**config.mk**
```make
export PLATFORM = sky130hd
export DESIGN_NAME = dcache_sram
export DESIGN_NICKNAME = d
export VERILOG_FILES = /design/src/dcache_pkg.sv /design/src/dcache_sram.sv
export SDC_FILE = /design/constraint.sdc
export NUM_CORES = 1
export LEC_CHECK = 0
export BUFFER_PORTS_ARGS = -buffer_cell sky130_fd_sc_hd__buf_2
export CAP_MARGIN = 25
export CORE_MARGIN = 2
export CORE_UTILIZATION = 45
export CTS_CLUSTER_DIAMETER = 150
export CTS_CLUSTER_SIZE = 8
export DETAILED_ROUTE_END_ITERATION = 16
export HOLD_SLACK_MARGIN = 0.02
export SLEW_MARGIN = 25
export SYNTH_ARGS = -nofsm -noshare
export SYNTH_HDL_FRONTEND = slang
export SYNTH_SLANG_ARGS = --single-unit
export TNS_END_PERCENT = 50
```
**constraint.sdc**
```tcl
create_clock -name clk -period 4.8 [get_ports clk]
set_input_delay 0 -clock clk [delete_from_list [all_inputs] [get_ports clk]]
set_output_delay 0 -clock clk [all_outputs]
set_load 0.02 [all_outputs]
```
**src/dcache_pkg.sv**
```systemverilog
package dcache_pkg;

    ////////////////////////////////////////////////////////////
    // cache geometry
    ////////////////////////////////////////////////////////////

    localparam int addr_w         = 32;
    localparam int word_w         = 32;
    localparam int words_per_line = 8;

    // address splits into tag, index and byte offset
    localparam int offset_w = 5;
    localparam int index_w  = 7;
    localparam int tag_w    = 20;

    localparam int num_sets = 128;
    localparam int num_ways = 2;

    ////////////////////////////////////////////////////////////
    // shared types
    ////////////////////////////////////////////////////////////

    typedef logic [addr_w-1:0]  addr_t;
    typedef logic [word_w-1:0]  word_t;
    typedef logic [3:0]         strb_t;
    typedef logic [index_w-1:0] index_t;
    typedef logic [tag_w-1:0]   tag_t;

    // word 0 sits in the lowest bits
    typedef word_t [words_per_line-1:0] line_t;

    typedef struct packed {
        logic valid;
        tag_t tag;
    } tag_entry_t;

endpackage

```
**src/dcache_sram.sv**
```systemverilog
`timescale 1ns/1ps

module dcache_sram #(
    parameter type t_entry = logic,
    parameter int  depth   = dcache_pkg::num_sets
) (
    input  logic               clk,
    input  dcache_pkg::index_t index_i,
    input  logic               we_i,
    input  t_entry             wentry_i,
    output t_entry             rentry_o
);

    // one entry per set
    t_entry mem [depth];

    // single port that reads the old entry on a write to it
    always_ff @(posedge clk) begin
        if (we_i) begin
            mem[index_i] <= wentry_i;
        end
        rentry_o <= mem[index_i];
    end

endmodule

```
==> impl_metrics.csv <==
group,metric,value,unit
global_route,first_global_vias,3728,
cells_and_area,area_growth,10.9,%
worst_setup_path,path_max_fanout,41,
worst_setup_path,crit_path_start_kind,"input port",
floorplan,pin_count,11,
drt,viasPerCell,5.82,
floorplan,die-area,14000,um2
clock_tree,cts.clk_slew.worst_paths,60,ps
cells_and_area,final_cell_mix,"133 x nor2_1, 128 x edfxtp_1, 26 x nand2_1, 17 x clkbuf_16, 16 x mux2i_1",
sta,post-route-period-util,0.488,
sta,fin_skew,5.32,ps
clock_tree,cts_tree,"built",
global_route,gr-total-overflow,0,
worst_setup_path,cp.required,5150,ps
placed_design,dp_cells,618,
sta,hold_violations,0,
worst_setup_path,end_kind,"register",
power,leakagePower,2.03,nW
synth,syn_inst,464,
drt,dr.pass1.iters,5,
worst_setup_path,slowest_delay,710,ps
worst_setup_path,crit_chain,"buf_2, buf_4, nor2_1, a22oi_1, o2bb2ai_1, a211oi_1, nor4_1, nand4_1",
worst_setup_path,path_class,"in2reg",
cells_and_area,antenna_cells,0,
sta,setup_tns,0,ps
hold_path,min_path_type,"in2reg",
clock_tree,cts_resized,0,
drt,drc,0,
synth,synthesis.nets,474,
worst_setup_path,critPathSlowestCell,"nor2_1",
status,status,"complete, no violations",
synth,synth-seq-cells,129,
clock_tree,cts_buffer_depth,2,
cells_and_area,finalNonFillerCells,650,
sta,rsz0062_at_grt,"false",
sta,final-max-slew-violation-count,0,
clock_tree,cts_setup_buffers,0,
drt,ant_nets,0,
worst_setup_path,critical_path_arrival,2700,ps
power,power_density,381,nW/um2
worst_setup_path,cp_num_buf_inv,2,
cells_and_area,drive_gt1_frac,0.105,
synth,yosysTopAreaCell,"edfxtp_1",
sta,worst_pin_slew,943,ps
placed_design,place_hpwl,7900,um
synth,yosysUniqueCellTypes,45,
power,max-vdd-ir-drop,0.000199,V
synth,synth_area,5860,um2
floorplan,core_region_area,12700,um2
run,drv_cap,0,
drt,drt_iter0_markers,416,
floorplan,initial_utilization,0.463,
floorplan,rows,41,
global_route,grt_pass1_wl,21400,um
synth,synthTopCellsByArea,"edfxtp_1 66%, nor2_1 8.5%, mux4_1 4.0%",
sta,worst_hold_slack,169,ps
clock_tree,hold_buffers,0,
synth,yosysWarningCount,0,
sta,setup_viol_count_final,0,
sta,fmax,427,MHz
synth,seq_area_frac_synth,0.659,
sta,fin_crit,2340,ps
clock_tree,cts_sinks,129,
synth,syn_avg_cell_area,12.6,um2
cells_and_area,nets,476,
floorplan,die_y,118,um
global_route,grt.total_usage,0.206,
drt,wl_per_cell,20.9,um
clock_tree,ctsHtreeMaxLevel,4,
clock_tree,cts-root-buf,"clkbuf_16",
floorplan,die_x,118,um
drt,vias,3782,
synth,synth_top_area_frac,0.656,
clock_tree,clock_latency,420,ps
drt,wl,13600,um
sta,relSlewSlack,0.371,
global_route,grt_max_degree,79,
cells_and_area,layout_commonest_cell,"nor2_1",
clock_tree,cts_buffers,17,
global_route,grt_antenna_before_repair,0,
placed_design,gp_congestion,0.772,
placed_design,port_buffers,10,
worst_setup_path,critical-path-top-delay-family,"simple AND/OR/NAND/NOR gates",
-- worst paths after layout --
kind | slack, ps | depth (start not counted) | startpoint | end
setup / recovery | 2460 | 8 | index_i[0] | rentry_o
hold / removal | 170 | 3 | we_i | mem[82]
setup reg to reg | 2830 | 6 | mem[65] | rentry_o
hold reg to reg | 730 | 4 | mem[16] | rentry_o
-- per-stage QoR --
step	total power [mW]	utilization	worst slack [ps]	instance area [um2]
floorplan	1.36	-	3110	5860
global placement	1.41	0.474	2130	6000
detailed placement	1.41	0.474	2090	6000
CTS	2.49	0.512	2510	6490
global route	2.55	0.513	2280	6500
finish	2.48	0.513	2460	6500
-- state kept, by name (all words and copies together) (netlist names) --
signal,cells
mem,128
rentry_o,1
-- cell usage after synthesis (all sizes together) --
master   instances
nor2           133
edfxtp         128
nand2           26
clkbuf          16
mux2i           16
buf             15
mux4            13
nand3           12
a22oi            9
nor3             9
a21oi            8
nor2b            8
o21ai            8
nand4            7
a31oi            5
mux2             5
nor4             5
inv              4
nand2b           4
nand3b           4
a211oi           3
a22o             3
a221oi           2
and2             2
nor3b            2
o211ai           2
o22a             2
o2bb2ai          2
a311oi           1
a32oi            1
dfxtp            1
o2111ai          1
o21bai           1
o221ai           1
o31ai            1
o41ai            1
or2              1
or3              1
or4              1
-- layer usage --
layer | share of wire | vias to the layer above | global-route usage | routed length (um)
met1 | 0.43 | 1877 | 0.285 | 5880
met2 | 0.48 | 151 | 0.313 | 6500
met5 | 0 | - | 0 | 0
met3 | 0.066 | 30 | 0.0507 | 898
met4 | 0.024 | 0 | 0.0881 | 320
li1 | - | 1724 | - | -
-- where the power goes --
part	total, mW	switching [mW]	internal (mW)
Clock	1.09	0.447	0.642
Sequential	1.25	0.00166	1.25
Combinational	0.145	0.104	0.0408
Total	2.48	0.553	1.93
-- worst reg2reg max path: stages (launching register included) --
cell and delay [ps]:
edfxtp_1 320, mux4_1 240, nor4_1 50, or4_1 570, a211oi_1 450, nor4_1 140, nand4_1 140
-- cells by family (layout without fill, tap and decap cells) --
logic type | count (synthesis) | count (layout) | synth area share
simple gates | 215 | 215 | 0.160
compound gates | 51 | 51 | 0.0613
mux | 34 | 34 | 0.0926
buf+inv | 35 | 49 | 0.0275
flops | 129 | 129 | 0.659
-- final cells by class --
cell class | instances | area [um2]
clock buffers | 21 | 440
clock inverters | 10 | 46.3
fillers | 1164 | 6170
inverters | 4 | 15.0
multi-input cells | 300 | 1840
flip-flops and latches | 129 | 3860
well taps | 172 | 215
repair buffers | 14 | 83.8
Note: power is estimated with default switching activity, not from simulation.
