[src/dcache_pkg.sv]
package dcache_pkg;

    ////////////////////////////////////////////////////////////
    // cache geometry
    ////////////////////////////////////////////////////////////

    localparam int addr_w         = 32;
    localparam int word_w         = 32;
    localparam int words_per_line = 8;

    // address splits into tag, index and byte offset
    localparam int offset_w = 5;
    localparam int index_w  = 7;
    localparam int tag_w    = 20;

    localparam int num_sets = 128;
    localparam int num_ways = 2;

    ////////////////////////////////////////////////////////////
    // shared types
    ////////////////////////////////////////////////////////////

    typedef logic [addr_w-1:0]  addr_t;
    typedef logic [word_w-1:0]  word_t;
    typedef logic [3:0]         strb_t;
    typedef logic [index_w-1:0] index_t;
    typedef logic [tag_w-1:0]   tag_t;

    // word 0 sits in the lowest bits
    typedef word_t [words_per_line-1:0] line_t;

    typedef struct packed {
        logic valid;
        tag_t tag;
    } tag_entry_t;

endpackage

[src/dcache_repl.sv]
`timescale 1ns/1ps

module dcache_repl (
    input  logic                           clk,
    input  logic                           rst,
    input  dcache_pkg::index_t             index_i,
    input  logic                           touch_i,
    input  logic                           touch_way_i,
    input  logic                           fill_i,
    input  logic                           set_dirty_i,
    output logic                           victim_way_o,
    output logic                           victim_valid_o,
    output logic                           victim_dirty_o,
    output logic [dcache_pkg::num_ways-1:0] way_valid_o
);

    import dcache_pkg::*;

    // lru bit names the way to evict next
    logic [num_sets-1:0]               lru_q;
    logic [num_sets-1:0][num_ways-1:0] valid_q;
    logic [num_sets-1:0][num_ways-1:0] dirty_q;

    always_ff @(posedge clk) begin
        if (rst) begin
            lru_q   <= '0;
            valid_q <= '0;
            dirty_q <= '0;
        end else begin
            if (touch_i) begin
                lru_q[index_i] <= ~touch_way_i;
            end
            if (fill_i) begin
                valid_q[index_i][touch_way_i] <= 1'b1;
                dirty_q[index_i][touch_way_i] <= set_dirty_i;
            end else if (touch_i && set_dirty_i) begin
                // write hit
                dirty_q[index_i][touch_way_i] <= 1'b1;
            end
        end
    end

    ////////////////////////////////////////////////////////////
    // victim choice
    ////////////////////////////////////////////////////////////

    // an empty way is taken before the lru way
    always_comb begin
        if (!valid_q[index_i][0]) begin
            victim_way_o = 1'b0;
        end else if (!valid_q[index_i][1]) begin
            victim_way_o = 1'b1;
        end else begin
            victim_way_o = lru_q[index_i];
        end
    end

    assign victim_valid_o = valid_q[index_i][victim_way_o];
    assign victim_dirty_o = dirty_q[index_i][victim_way_o];
    assign way_valid_o    = valid_q[index_i];

endmodule

[config.mk]
export PLATFORM = sky130hd
export DESIGN_NAME = dcache_repl
export DESIGN_NICKNAME = d
export VERILOG_FILES = /design/src/dcache_pkg.sv /design/src/dcache_repl.sv
export SDC_FILE = /design/constraint.sdc
export NUM_CORES = 1
export LEC_CHECK = 0
export BUFFER_PORTS_ARGS = -buffer_cell sky130_fd_sc_hd__buf_2
export CAP_MARGIN = 30
export CORE_AREA = 2 2 345 210
export CTS_BUF_LIST = sky130_fd_sc_hd__clkbuf_8
export CTS_CLUSTER_SIZE = 10
export DETAILED_ROUTE_END_ITERATION = 6
export DIE_AREA = 0 0 347 212
export SETUP_SLACK_MARGIN = 0.1
export SLEW_MARGIN = 0
export SYNTH_ARGS = -nofsm -noshare
export SYNTH_HDL_FRONTEND = slang
export SYNTH_SLANG_ARGS = --single-unit
[constraint.sdc]
create_clock -name clk -period 3.4 [get_ports clk]
set_input_delay 0.34 -clock clk [delete_from_list [all_inputs] [get_ports clk]]
set_output_delay 0.34 -clock clk [all_outputs]
set_load 0.005 [all_outputs]
==> impl_metrics.tcl, run 1 <==
set metrics [dict create \
    die-area_sq_mm 0.0736 \
    first_pass_iters 7 \
    antenna_left 0 \
    place_ws_ns -0.455 \
    drive_gt1_share_pct 18.4 \
    synth_edf_count 0 \
    worst-r2r-cell-count 2 \
    hold_path_depth 2 \
    layout_min_cycle_time_ns 3.55 \
    first_iter_violations 3922 \
    die_w_um 347 \
    avgSynthCellArea_sq_um 8.92 \
    ys_types 80 \
    synth_fp_nets 3148 \
    max_clock_freq_ghz 0.282 \
    ios 18 \
    drv_cap 0 \
    ir_drop_uv 321 \
    htreeDepth 3 \
    grt_pass1_wl_um 154000 \
    fin_cells 4189 \
    crit_arrival_ns 3.21 \
    rows 76 \
    worstMarginPinSlew_ns 1.02 \
    clk_pin_slew_ns 0.06 \
    wl_um 102000 \
    drcViolationCount 5 \
    period_share_pct 104 \
    fin_util_pct 45.3 \
    insertion_delay_ns 0.69 \
    start_util_pct 39.5 \
    required_ns 3.06 \
    fill_cells 6838 \
    hold_violations 0 \
    power.total_mw 15.2 \
    gp_congestion 0.949 \
    antennaDiodeCount 0 \
    final_area_sq_mm 0.0321 \
    areaGrowthSynthToFinish_pct 14.8 \
    dpl_cell_area_sq_mm 0.0300 \
    fin_nets 3198 \
    cts-root-buf "clkbuf_8" \
    via_count 25500 \
    worst_clock_skew_ns 0 \
    cts_hold_buf 0 \
    dp.cells 4025 \
    place_hpwl_um 65700 \
    grt_usage_pct 27.2 \
    synthCells 3135 \
    leakagePower_nw 11.0 \
    cts_max_path_buffers 3 \
    clock-sinks 640 \
    die_height_um 212 \
    cellPowerDensity_mw_per_mm2 473 \
    outcome "complete, but fails checks" \
    detail_route.wl_per_cell_um 24.3 \
    cts_tree "yes" \
    ys_ff_latch 640 \
    core_sq_mm 0.0708 \
    syn_area_sq_mm 0.0279 \
    grt-ovfl-total 0 \
    violations "DRC, setup timing" \
    crit_type "input port to output port" \
    crit_fanout 18 \
    antenna_found_initial 1 \
    fin_ws_ns -0.151 \
    viasPerCell 6.09 \
    synth_ff_type "dfxtp_1" \
    cts-buffers-inserted 93 \
    async_reset_ff_share_pct 0 \
    max_slew_margin_pct 32.0 \
    ys.warnings.count 0 \
    grt_max_degree 129 \
    io_buffers 17 \
    grt_pass1_vias 23100 \
    setup_viol 3 \
    crit_path_start_kind "input port" \
    hold_class "input port to flip-flop" \
    seq_area_frac_synth_pct 45.8 \
    rsz0062_at_grt "true" \
    end_kind "output port" \
    drv_slew 0 \
]
[through the flow]
stage                     TNS (ns)  hold WS [ns]
after detailed placement    -0.575         0.449
after global placement      -0.564         0.443
final                       -0.284        0.0671
after CTS                  -0.0392        0.0540
after floorplan                  0         0.430
after global routing        -0.277        0.0815
[cells in the mapped netlist, drive strengths merged, types with 26 or more instances]
master	count	area share (%)
mux4	77	6.3
nand2	306	4.1
mux2i	26	0.93
clkbuf	200	2.7
a311oi	128	4.0
mux2	58	2.4
dfxtp	640	46
a221oi	62	2.1
a21oi	403	7.2
buf	86	2.4
a22oi	284	7.7
nor2	671	9.3
[logic make-up (layout without fill, tap and decap cells)]
logic type             count (synthesis)  count (layout)  share of synthesized area [%]
buffers and inverters                294             412                           5.16
and+or+nand+nor                     1045            1045                           15.1
DFF                                  640             640                           45.8
muxes                                161             161                           9.55
AOI/OAI and AO/OA                    995             995                           24.3
[cell type report]
type / count / area [sq um] / area share (%)
clock inverters: 53 / 307 / 0.955
inverters: 8 / 30.0 / 0.0936
clock buffers: 110 / 1510 / 4.72
repair buffers: 241 / 2290 / 7.14
flip-flops and latches: 640 / 12800 / 40.0
well taps: 936 / 1170 / 3.65
multi-input cells: 2201 / 13900 / 43.5
[routing by layer]
layer  up-vias  part of all wire (%)  track usage, %
met1     12300                    46            41.5
met4         2                   2.2            6.90
met3       186                    12            8.59
met2      1435                    39            36.1
li1      11600                     -               -
met5         -                 0.011               0
[sequential cells by signal (all words and copies together) (netlist names)]
name,flops
dirty_q,256
valid_q,256
lru_q,128
[what timing repair did]
item                                    CTS  global route
buffers inserted                          2             1
resized for setup                        55            14
endpoints found under the setup margin    4             4
pin swaps                                16             3
[where the power goes]
part | switching, mW | internal [mW]
registers | 0.0112 | 7.51
logic | 0.971 | 0.403
clock network | 3.11 | 3.16
total | 4.09 | 11.1
[cells in the final DEF (no fill, tap or decap), types with 9 or more instances in the layout]
master    Yosys  routed
a21oi_1     403     401
a221o_1      13      13
a221oi_1     56      52
a221oi_2      6       9
a22oi_1     283     281
a311oi_1    128     128
buf_12        5      35
buf_2        28       9
buf_4        15     186
clkbuf_8      0     111
clkinv_2      0       9
dfxtp_1     640     625
dfxtp_2       0      15
inv_1         7      44
mux2_2       50      49
mux2i_1      26      24
mux4_2       72      74
nand2_1     302     301
nor2_1      648     644
nor2_2       21      23
o21ai_0      19      16
o22ai_1      25      20
[path summary, 6_finish.rpt]
kind,startpoint,to,slack [ns]
setup / recovery,index_i[1],victim_dirty_o,-0.15
hold / removal,rst,valid_q[215]$_SDFFE_PP0P_,0.07
setup reg to reg,lru_q[11]$_SDFFE_PP0P_,lru_q[11]$_SDFFE_PP0P_,2.59
hold reg to reg,valid_q[61]$_SDFFE_PP0P_,valid_q[61]$_SDFFE_PP0P_,0.46
[critical path, stage by stage]
cell       delay, ns
buf_4           0.29
buf_12          0.21
nor2b_2         0.07
buf_12          0.16
a221oi_1        0.34
o221ai_1        0.28
o2bb2ai_1       0.21
buf_4           0.15
a2111oi_4       0.38
buf_4           0.22
a22oi_4         0.08
mux2i_4         0.22
buf_6           0.14
buf_6           0.10
Note: power is estimated with default switching activity, not from simulation.
==> run 2, diff against run 1 <==
- BUFFER_PORTS_ARGS: -buffer_cell sky130_fd_sc_hd__buf_2 -> unset
- DONT_BUFFER_PORTS: unset -> 1
- clock period: 3.4 -> 3.2 ns (I/O delays scaled with it)
==> impl_metrics.tcl, run 2 (synthesized netlist as in run 1, its figures left out) <==
set metrics [dict create \
    outcome "complete, but fails checks" \
    violations "setup timing" \
    place_ws_ns -0.103 \
    first_pass_iters 6 \
    die-area_sq_mm 0.0736 \
    most-common-layout-cells "nor2_1, dfxtp_1, dlygate4sd3_1" \
    clock-sinks 640 \
    power.total_mw 16.2 \
    viasPerCell 6.13 \
    setup-tns-final_ns -0.443 \
    areaGrowthSynthToFinish_pct 27.8 \
    hold_class "input port to flip-flop" \
    grt_pass1_vias 26400 \
    fin_nets 3533 \
    via_count 27800 \
    grt_max_degree 479 \
    worstMarginPinSlew_ns 0.948 \
    crit_type "flip-flop to output port" \
    ir_drop_uv 354 \
    leakagePower_nw 13.6 \
    drv_slew 0 \
    rows 76 \
    drcViolationCount 0 \
    core_sq_mm 0.0708 \
    cp_slowest_cell "a221oi_4" \
    crit_fanout 2 \
    worst-path-buf-inv 2 \
    ios 18 \
    io_buffers 0 \
    final_area_sq_mm 0.0357 \
    insertion_delay_ns 0.71 \
    first_iter_violations 3980 \
    cts-root-buf "clkbuf_8" \
    cts_max_path_buffers 3 \
    regArea_sq_mm 0.0128 \
    crit_path_start_kind "flip-flop" \
    rsz0062_at_grt "true" \
    crit_arrival_ns 3.32 \
    max_slew_margin_pct 36.8 \
    max_clock_freq_ghz 0.274 \
    place_hpwl_um 61600 \
    hold_violations 0 \
    fin_ws_ns -0.443 \
    gp_congestion 0.936 \
    die_w_um 347 \
    dp.cells 3878 \
    fin_cells 4532 \
    cts_tree "yes" \
    crit_top_cell "a221o_1" \
    clk_pin_slew_ns 0.07 \
    grt-ovfl-total 0 \
    wl_um 108000 \
    cellPowerDensity_mw_per_mm2 454 \
    grt_usage_pct 28.8 \
    grt_pass1_wl_um 164000 \
    multi_input_area_sq_mm 0.0139 \
    fill_cells 6489 \
    path_cells "mux2_4, a221o_1, a221o_1, o2111ai_2, nand4_1, a221oi_4, mux2i_1, buf_4, buf_6" \
    cts-buffers-inserted 94 \
    antenna_found_initial 2 \
    dpl_cell_area_sq_mm 0.0286 \
    required_ns 2.88 \
    setup_viol 1 \
    worst_clock_skew_ns 0 \
    period_share_pct 114 \
    layout_commonest_cell "nor2_1" \
    detail_route.wl_per_cell_um 23.9 \
    layout_min_cycle_time_ns 3.64 \
    reg.largest.list "dirty_q x256, valid_q x256, lru_q x128" \
    die_height_um 212 \
    start_util_pct 39.5 \
    antenna_left 0 \
    fin_util_pct 50.4 \
    end_kind "output port" \
    htreeDepth 3 \
    crit_family "compound AO/OA/AOI/OAI gates" \
    worst_hold_slack_ns 0.263 \
    cpPeakStageDelay_ns 0.42 \
    drv_cap 0 \
    drive_gt1_share_pct 12.6 \
    r2r_slack_ns 1.83 \
]
==> run 2: changes by cell type in the layout (fill, tap and decap cells not counted), sizes merged <==
| cell | previous run | this run |
|---|---|---|
| dlygate4sd3 | 0 | 477 |
| clkinv | 9 | 3 |
| clkbuf | 111 | 123 |
| diode | 0 | 1 |
| buf | 240 | 98 |
| bufinv | 3 | 4 |
==> run 2: final cells by class <==
cell class | count | share of cell area (%)
Antenna cell | 1 | 0.00701
Clock buffer | 123 | 4.74
Clock inverter | 48 | 0.897
Inverter | 8 | 0.0841
Multi-Input combinational cell | 2201 | 38.9
Sequential cell | 640 | 35.9
Tap cell | 936 | 3.28
Timing Repair Buffer | 575 | 16.1
==> run 2: report_power, final <==
part	switching (mW)	leakage, nW	internal (mW)
logic	0.706	7.28	0.311
clock network	3.44	1.17	3.77
registers	0.0118	5.16	7.98
total	4.16	13.6	12.1
==> run 2: metal layers <==
metal | vias to the layer above | part of all wire (%) | track usage [%]
met1 | 13600 | 43 | 41.4
met4 | 2 | 2.7 | 8.41
met3 | 237 | 13 | 8.84
met5 | - | 0.012 | 0
met2 | 1693 | 41 | 41.1
li1 | 12200 | - | -
==> run 2: final timing paths <==
check                                 end                       from  cells after the start
setup / recovery           victim_dirty_o  dirty_q[192]$_SDFFE_PP0P_                      9
hold / removal     lru_q[86]$_SDFFE_PP0P_                touch_way_i                      2
setup reg to reg  lru_q[100]$_SDFFE_PP0P_    lru_q[100]$_SDFFE_PP0P_                      3
hold reg to reg   valid_q[9]$_SDFFE_PP0P_    valid_q[9]$_SDFFE_PP0P_                      2
==> run 2: worst register-to-register path, stage by stage, from the launching register on <==
cell and delay [ns]:
dfxtp_1 0.34, a21oi_1 0.05, a311oi_1 0.31, dlygate4sd3_1 0.61
==> run 2: timing repair <==
item / 4_1_cts / 5_1_grt
pin swaps: 9 / 8
hold buffers: 480 / 0
setup buffers: 2 / 0
endpoints found under the setup margin: 4 / 5
gates resized for setup: 31 / 23
endpoints found under the hold margin: 640 / 0
