File: config.mk
export PLATFORM = sky130hd
export DESIGN_NAME = dcache_merge
export DESIGN_NICKNAME = d
export VERILOG_FILES = /design/src/dcache_pkg.sv /design/src/dcache_merge.sv
export SDC_FILE = /design/constraint.sdc
export NUM_CORES = 1
export LEC_CHECK = 0
export BUFFER_PORTS_ARGS = -buffer_cell sky130_fd_sc_hd__buf_2
export CAP_MARGIN = 20
export CORE_AREA = 4 4 223 225
export DETAILED_ROUTE_END_ITERATION = 10
export DIE_AREA = 0 0 227 229
export PLACE_DENSITY = 0.35
export SYNTH_ARGS = -nofsm -noshare
export SYNTH_HDL_FRONTEND = slang
export SYNTH_SLANG_ARGS = --single-unit
File: constraint.sdc
create_clock -name vclk -period 2
set_clock_uncertainty 0.05 [all_clocks]
set_input_delay 0.2 -clock vclk [all_inputs]
set_output_delay 0.2 -clock vclk [all_outputs]
set_load 0.1 [all_outputs]
File: src/dcache_pkg.sv
package dcache_pkg;

    ////////////////////////////////////////////////////////////
    // cache geometry
    ////////////////////////////////////////////////////////////

    localparam int addr_w         = 32;
    localparam int word_w         = 32;
    localparam int words_per_line = 8;

    // address splits into tag, index and byte offset
    localparam int offset_w = 5;
    localparam int index_w  = 7;
    localparam int tag_w    = 20;

    localparam int num_sets = 128;
    localparam int num_ways = 2;

    ////////////////////////////////////////////////////////////
    // shared types
    ////////////////////////////////////////////////////////////

    typedef logic [addr_w-1:0]  addr_t;
    typedef logic [word_w-1:0]  word_t;
    typedef logic [3:0]         strb_t;
    typedef logic [index_w-1:0] index_t;
    typedef logic [tag_w-1:0]   tag_t;

    // word 0 sits in the lowest bits
    typedef word_t [words_per_line-1:0] line_t;

    typedef struct packed {
        logic valid;
        tag_t tag;
    } tag_entry_t;

endpackage

File: src/dcache_merge.sv
`timescale 1ns/1ps

module dcache_merge (
    input  dcache_pkg::line_t line_i,
    input  logic [2:0]        word_sel_i,
    input  dcache_pkg::word_t wdata_i,
    input  dcache_pkg::strb_t wstrb_i,
    input  logic              write_i,
    output dcache_pkg::word_t word_o,
    output dcache_pkg::line_t line_o
);

    import dcache_pkg::*;

    word_t old_word;
    word_t new_word;

    assign old_word = line_i[word_sel_i];

    // byte lanes of the selected word
    always_comb begin
        new_word = old_word;
        if (write_i) begin
            for (int b = 0; b < $bits(strb_t); b++) begin
                if (wstrb_i[b]) begin
                    new_word[8*b +: 8] = wdata_i[8*b +: 8];
                end
            end
        end
    end

    ////////////////////////////////////////////////////////////
    // line rebuild
    ////////////////////////////////////////////////////////////

    always_comb begin
        line_o = line_i;
        line_o[word_sel_i] = new_word;
    end

    // selected word of the incoming line
    assign word_o = old_word;

endmodule

==> results of run 1 <==
-- cells by family (layout without fill, tap and decap cells) --
group / Yosys count / in the layout / synth area share
other cells: 0 / 12 / 0
simple gates: 277 / 277 / 0.207
compound gates: 260 / 260 / 0.256
buf+inv: 73 / 841 / 0.0631
mux: 126 / 126 / 0.474
-- metrics by stage --
stage                     total power, W  instances  setup slack (ns)  hold WS, ns
after floorplan                  0.00604        736             -1.82        0.634
after global placement           0.00842       2102            -0.544        0.759
after detailed placement         0.00843       2102            -0.546        0.759
after CTS                        0.00969       2117            -0.294        0.752
after global routing              0.0102       2127            -0.346        0.770
final                            0.00992       2131            -0.276        0.743
-- power by group through the flow --
| stage | sequential (W) | clock, W | combinational (W) |
|---|---|---|---|
| 2_1_floorplan | 0 | 0 | 0.00604 |
| 3_3_place_gp | 0 | 0 | 0.00842 |
| 3_5_place_dp | 0 | 0 | 0.00843 |
| 4_1_cts | 0 | 0 | 0.00969 |
| 5_1_grt | 0 | 0.000000000536 | 0.0102 |
| 6_report | 0 | 0.000000000805 | 0.00992 |
-- routing by layer --
| metal | wire [µm] | part of all wire |
|---|---|---|
| met1 | 19100 | 0.38 |
| met2 | 26500 | 0.52 |
| met3 | 3850 | 0.076 |
| met4 | 1030 | 0.020 |
| met5 | 63 | 0.0012 |
-- layout make-up --
class	instances	area (µm²)	share of cell area
inverter	2	7.51	0.000404
timing repair buffer	839	9870	0.531
multi-input combinational	663	7900	0.425
antenna	12	30.0	0.00162
tap	615	769	0.0414
-- cells in the mapped netlist (all sizes together) --
cell	number
nand2	264
o21ai	257
mux4	62
clkbuf	57
mux2	32
mux2i	32
buf	14
nand3	3
or3	3
inv	2
nor2b	2
or2	2
a21oi	1
a32o	1
nor2	1
o41ai	1
or3b	1
or4bb	1
-- critical path, stage by stage --
cell	delay, ns
buf_16	0.14
buf_12	0.14
mux4_2	0.53
mux2_4	0.32
mux2i_4	0.18
buf_6	0.18
buf_6	0.11
o21ai_4	0.05
buf_12	0.16
-- final timing paths --
path | endpoint | from | cells after the start
hold / removal | line_o[31] | line_i[31] | 4
setup / recovery | line_o[9] | word_sel_i[1] | 9
-- what timing repair did --
action / in CTS / in global routing
resized for setup: 760 / 151
pin swaps: 26 / 5
setup buffers: 8 / 3
gates cloned: 8 / 0
setup endpoints to repair: 288 / 265
==> summary.txt, run 1 <==
Die H -> 229 µm
Flop pwr share -> 0
Via density -> 4.31
Via count -> 9188
Fill cell count -> 4615
TritonRoute pass-1 iters -> 4
Sequential standard cell area -> 0 µm²
Minimum clock period after layout -> 2.28 ns
PD cells -> 534 mW/mm²
First-pass GRT wire length -> 71700 µm
Syn Nets -> 1032
Worst VDD drop -> 0.324 mV
FF+latch count -> 0
Cts hold-fix bufs -> 0
Placeable core area -> 0.0475 mm²
Number of clock buffers in the layout -> 0
Commonest non-fill, non-tap cell in the layout -> buf_12
Seq/Total Area, Yosys -> 0
Number of buffers added on ports -> 584
Die W -> 227 µm
Antenna viol nets, final -> 0
Gpl congestion -> 0.872
Die ar. -> 0.0520 mm²
Commonest non-fill, non-tap cells in the layout -> buf_12, buf_2, nand2_1
# setup viols final -> 258
Leakage power total -> 8.14 nW
Failing checks -> negative setup slack
Setup crit end kind -> output port
Hpwl dp -> 40600 µm
Final hold violations -> 0
Clock power frac -> 0
I/O pin count -> 584
Largest fanout on the critical path -> 5
Worst slew margin -> 0.651
RSZ-0062 raised after global routing -> true
Slew Viols, Final -> 0
Max-cap violation count -> 0
Area Overhead vs Synth -> 258%
Synth Instances -> 736
CP Launch Type -> input port
Req. time, crit path -> 1.75 ns
Met2 GRT Util -> 0.340
Total wire length -> 50500 µm
Critical path class -> input port to output port
Fin Setup TNS -> -48.33 ns
Final instance area -> 0.0186 mm²
Placed inst area -> 0.0149 mm²
Iteration-0 DRC Markers -> 266
DR DRC count -> 0
Wire per inst -> 23.7 µm
Int Pwr -> 0.00364 W
Slew @ Worst Pin -> 0.527 ns
Gr usage total -> 0.183
Ranking of synthesized cells by area -> mux4_2, o21ai_0, nand2_1, mux2i_4, mux2_2
Sw frac -> 0.633
Share of layout cells above drive strength 1 -> 0.821
Met3 Use GR -> 0.0452
Net count, final -> 1802
Post-synth top area share -> 0.269
Syn Area/Cell -> 7.06 µm²
Max Freq -> 0.439 GHz
Combinational power share -> 1.000
Final WS setup -> -0.276 ns
Vias in the first global route -> 10100
Largest net degree at the start of global routing -> 29
Antenna violations before repair -> 17
Total grt overflow -> 0
Run status -> finished with violations
Fin util -> 0.391
Net Sw Power -> 0.00628 W
Mapped Area -> 0.00520 mm²
Hold Path Class -> input port to output port
Grt met1 use -> 0.213
Distinct cells, synth -> 23
Post-synth top area cell -> mux4_2
Critical Path AT -> 2.03 ns
Final worst-path cycle share -> 1.14
Initial core utilization -> 0.109
# rows -> 80
GR peak layer -> met2
Ys Warns -> 0
(Power assumes the default switching activity.)
==> inputs of run 2 (changes only) <==
CORE_AREA = 4 4 226 228   (was 4 4 223 225)
DIE_AREA = 0 0 230 232   (was 0 0 227 229)
PLACE_DENSITY = default   (was 0.35)
PLACE_DENSITY_LB_ADDON = 0.05   (was default)
clock period = 1.87 ns   (was 2 ns; I/O delays follow)
==> run 2 against run 1 <==
Net effect: the flow still finishes with violations (negative setup slack); first-iteration DRC count is 11% lower; combinational power up 11%; die area grew 2.6%; flip-flop and latch count unchanged; routed wire length up 7.3%; cell count grew 5.3%; critical path depth did not move; highest routed layer unchanged.
==> summary.txt, run 2 (same netlist as run 1, synthesis figures left out) <==
Run status -> finished with violations
Failing checks -> negative setup slack
RSZ-0062 raised after global routing -> true
Wire per inst -> 24.2 µm (+1.9%)
Crit path cell chain -> buf_16 -> buf_16 -> buf_12 -> mux4_2 -> mux2_4 -> mux2i_4 -> buf_12 -> o21ai_4 -> buf_12
Slew Viols, Final -> 0 (unchanged)
Total grt overflow -> 0 (unchanged)
FF+latch count -> 0 (unchanged)
Critical Path AT -> 2.00 ns (-0.03 ns)
# rows -> 81 (+1.3%)
Final instance area -> 0.0196 mm² (+5.6%)
I/O pin count -> 584 (unchanged)
Gr usage total -> 0.190 (+0.00710)
Sequential standard cell area -> 0 µm² (unchanged)
Number of buffers added on ports -> 584 (unchanged)
Setup crit end kind -> output port
Share of layout cells above drive strength 1 -> 0.831 (+0.00944)
Via count -> 9516 (+3.6%)
Placeable core area -> 0.0488 mm² (+2.7%)
Vias in the first global route -> 10300 (+1.5%)
DR DRC count -> 0 (unchanged)
Max-cap violation count -> 0 (unchanged)
Hold path depth -> 4 (unchanged)
Die H -> 232 µm (+1.3%)
Hold Path Class -> input port to output port
Placed inst area -> 0.0167 mm² (+12%)
Met3 Use GR -> 0.0525 (+0.00730)
Fin Setup TNS -> -72.12 ns (-23.80 ns)
Final worst-path cycle share -> 1.20
Largest fanout on the critical path -> 7 (+2)
Crit-path slowest cell -> mux4_2
Total power -> 0.0110 W (+11%)
Slew @ Worst Pin -> 0.528 ns (+0.00107 ns)
Max Freq -> 0.446 GHz
Commonest non-fill, non-tap cell in the layout -> buf_12
Number of clock buffers in the layout -> 0 (unchanged)
First-pass GRT wire length -> 75900 µm (+5.9%)
Area of the multi-input gates -> 0.00796 mm² (+0.78%)
Area Overhead vs Synth -> 278%
Crit-path max cell delay -> 0.49 ns (-0.04 ns)
Gpl congestion -> 0.842 (-3.5%)
Hpwl dp -> 45400 µm (+12%)
Total wire length -> 54200 µm (+7.3%)
Commonest non-fill, non-tap cells in the layout -> buf_12, buf_2, nand2_1
Pre-CTS setup slack -> -0.595 ns (-0.0489 ns)
CP most frequent cell -> buf_12
Worst VDD drop -> 0.260 mV (-20%)
Antenna viol nets, final -> 0 (unchanged)
Critical path class -> input port to output port
Fill cell count -> 4746 (+2.8%)
Met2 GRT Util -> 0.358 (+0.0181)
PD cells -> 562 mW/mm² (+5.3%)
GR peak layer -> met2
Iteration-0 DRC Markers -> 238 (-11%)
# setup viols final -> 263 (+1.9%)
Net count, final -> 1874 (+4.0%)
Final hold violations -> 0 (unchanged)
Grt met1 use -> 0.228 (+0.0151)
Leakage power total -> 8.63 nW (+6.1%)
Final WS setup -> -0.372 ns (-0.0957 ns)
Die ar. -> 0.0534 mm² (+2.6%)
CP Launch Type -> input port
Die W -> 230 µm (+1.3%)
Largest net degree at the start of global routing -> 33 (+14%)
TritonRoute pass-1 iters -> 6 (+2)
Req. time, crit path -> 1.63 ns (-0.12 ns)
Initial core utilization -> 0.106 (-0.00292)
Minimum clock period after layout -> 2.24 ns
Via density -> 4.24 (-1.6%)
Antenna violations before repair -> 18 (+1)
Worst slew margin -> 0.651 (-0.000711)
==> run 2: area by class of cell <==
| cell class | instances | area share |
|---|---|---|
| Antenna cell | 4 | 0.000510 |
| Inverter | 2 | 0.000383 |
| Multi-Input combinational cell | 663 | 0.406 |
| Tap cell | 664 | 0.0423 |
| Timing Repair Buffer | 911 | 0.551 |
==> run 2: layer usage <==
| metal | vias up | share of wire |
|---|---|---|
| met4 | 20 | 0.0091 |
| li1 | 4398 | - |
| met2 | 367 | 0.52 |
| met5 | - | 0.0027 |
| met1 | 4681 | 0.40 |
| met3 | 50 | 0.075 |
==> run 2: worst paths after layout <==
path / to / start / slack [ns]
setup / recovery: line_o[154] / word_sel_i[1] / -0.37
hold / removal: line_o[32] / line_i[32] / 0.73
==> run 2: power by group <==
group / switching [W] / internal [W]
registers: 0 / 0
logic: 0.00682 / 0.00421
clock network: 0 / 0.000000000287
==> run 2: stage by stage <==
stage               cells  utilization  hold slack, ns
CTS                  2226        0.385           0.727
detailed placement   2203        0.342           0.727
global placement     2203        0.342           0.733
finish               2244        0.402           0.725
global route         2242        0.402           0.741
floorplan             736            -           0.608
==> run 2: timing repair <==
action,4_1_cts,5_1_grt
gates resized for setup,497,153
setup endpoints to repair,288,274
cloned,6,3
hold buffers,0,0
pin swaps,9,40
buffers inserted,19,16
==> run 2: worst max-delay path: cells and delay by family <==
| family | cells | cell delay (ns) |
|---|---|---|
| mux | 3 | 0.96 |
| buf+inv | 5 | 0.75 |
| compound gates | 1 | 0.08 |
==> inputs of run 3 (changes only) <==
CORE_AREA = 2 2 230 232   (was 4 4 226 228)
DIE_AREA = 0 0 232 234   (was 0 0 230 232)
SETUP_SLACK_MARGIN = 0.02   (was default)
==> run 3 against run 2 <==
Net effect: the run still ends with negative setup slack left; setup slack improved by 0.019 ns; cell area barely moved; utilization fell by 2.5 points; routed wire length fell by 3.7%; cell count rose by 0.80%; clock-buffer cell count did not move; first-iteration DRC count fell by 28%; non-clock buffer count fell by 5; hold slack got worse by 0.00095 ns; largest power group unchanged.
==> summary.txt, run 3 (same netlist as run 1, synthesis figures left out) <==
Run status -> finished with violations
Failing checks -> negative setup slack
Final hold violations -> 0 (unchanged)
Hold Slack -> 0.724 ns (-0.000946 ns)
PD cells -> 560 mW/mm² (-0.26%)
# setup viols final -> 261 (-0.76%)
Fill cell count -> 5139 (+8.3%)
# rows -> 84 (+3.7%)
CP Launch Type -> input port
First-pass GRT wire length -> 72700 µm (-4.3%)
Gr usage total -> 0.183 (-0.00697)
Via count -> 9170 (-3.6%)
Setup crit end kind -> output port
Total grt overflow -> 0 (unchanged)
Max Freq -> 0.450 GHz (+0.84%)
Share of layout cells above drive strength 1 -> 0.830 (about the same)
RSZ-0062 raised after global routing -> true
Final worst-path cycle share -> 1.19 (-0.0100)
Hold Path Class -> input port to output port
Gpl congestion -> 0.805 (-4.4%)
Total wire length -> 52200 µm (-3.7%)
Slew @ Worst Pin -> 0.512 ns (-0.0157 ns)
Placeable core area -> 0.0520 mm² (+6.5%)
Via density -> 4.05 (-4.4%)
Placed insts -> 2220 (+0.77%)
FF+latch count -> 0 (unchanged)
Antenna violations before repair -> 10 (-8)
Final std cells w/o fill -> 2262 (+0.80%)
Die W -> 232 µm (+0.87%)
Final WS setup -> -0.353 ns (+0.0188 ns)
Initial core utilization -> 0.0999 (-0.00649)
Slew Viols, Final -> 0 (unchanged)
Die H -> 234 µm (+0.86%)
Worst VDD drop -> 0.269 mV (+3.5%)
Max-cap violation count -> 0 (unchanged)
Minimum clock period after layout -> 2.22 ns (-0.0188 ns)
Largest net degree at the start of global routing -> 25 (-24%)
Sequential standard cell area -> 0 µm² (unchanged)
Antenna viol nets, final -> 0 (unchanged)
Number of buffers added on ports -> 584 (unchanged)
Largest fanout on the critical path -> 7 (unchanged)
Total power -> 0.0110 W (-0.30%)
Hpwl dp -> 44200 µm (-2.7%)
Crit path launch -> word_sel_i[1]
Die ar. -> 0.0543 mm² (+1.7%)
Worst slew margin -> 0.661 (+0.0104)
I/O pin count -> 584 (unchanged)
Hold_sp -> line_i[114]
Cts hold-fix bufs -> 0 (unchanged)
Commonest non-fill, non-tap cells in the layout -> buf_12, buf_2, nand2_1
Area Overhead vs Synth -> 277% (about the same)
Number of clock buffers in the layout -> 0 (unchanged)
Vias in the first global route -> 9907 (-3.4%)
Wire per inst -> 23.1 µm (-4.5%)
Critical Path AT -> 1.99 ns (about the same)
Final instance area -> 0.0196 mm² (about the same)
Net count, final -> 1869 (-0.27%)
Critical path class -> input port to output port
Placed inst area -> 0.0168 mm² (+0.55%)
Commonest non-fill, non-tap cell in the layout -> buf_12
Iteration-0 DRC Markers -> 172 (-28%)
Pre-CTS setup slack -> -0.706 ns (-0.112 ns)
DR DRC count -> 0 (unchanged)
Leakage power total -> 8.62 nW (-0.15%)
Req. time, crit path -> 1.63 ns (about the same)
TritonRoute pass-1 iters -> 4 (-2)
## run 3: layout make-up
type / instances / area (µm²) / share of cell area
tap: 688 / 861 / 0.0439
timing repair buffer: 906 / 10800 / 0.549
multi-input combinational: 663 / 7970 / 0.406
antenna: 3 / 7.51 / 0.000383
inverter: 2 / 7.51 / 0.000383
## run 3: power breakdown
part           switching, W     internal, W  leakage, nW
registers                 0               0            0
logic               0.00679         0.00420         8.62
clock network             0  0.000000000215    0.0000190
total               0.00679         0.00420         8.62
## run 3: critical path, stage by stage
cell and delay [ns]:
buf_16 0.13, buf_16 0.15, buf_6 0.11, mux4_2 0.49
mux2_4 0.30, mux2i_4 0.18, buf_12 0.17, o21ai_4 0.06
buf_12 0.16
## run 3: path summary, 6_finish.rpt
path	cells past startpoint	slack, ns	endpoint
worst min-delay path	4	0.72	line_o[114]
worst max-delay path	9	-0.35	line_o[130]
## run 3: per-layer routing
metal / vias to the layer above / wire, µm / GRT usage
met5: - / 68 / 0
met4: 12 / 877 / 0.0242
met3: 48 / 3910 / 0.0490
met2: 300 / 27500 / 0.344
met1: 4427 / 19800 / 0.212
li1: 4383 / - / -
## run 3: what timing repair did
action,4_1_cts,5_1_grt
cloned,6,1
setup buffers,26,19
pin swaps,27,29
endpoints found under the setup margin,288,275
resized for setup,518,98
## run 3: stage by stage
stage | TNS, ns | util
after CTS | -76.58 | 0.367
after global routing | -85.50 | 0.377
final | -71.22 | 0.377
after detailed placement | -164.74 | 0.323
after floorplan | -152.34 | -
after global placement | -160.11 | 0.323
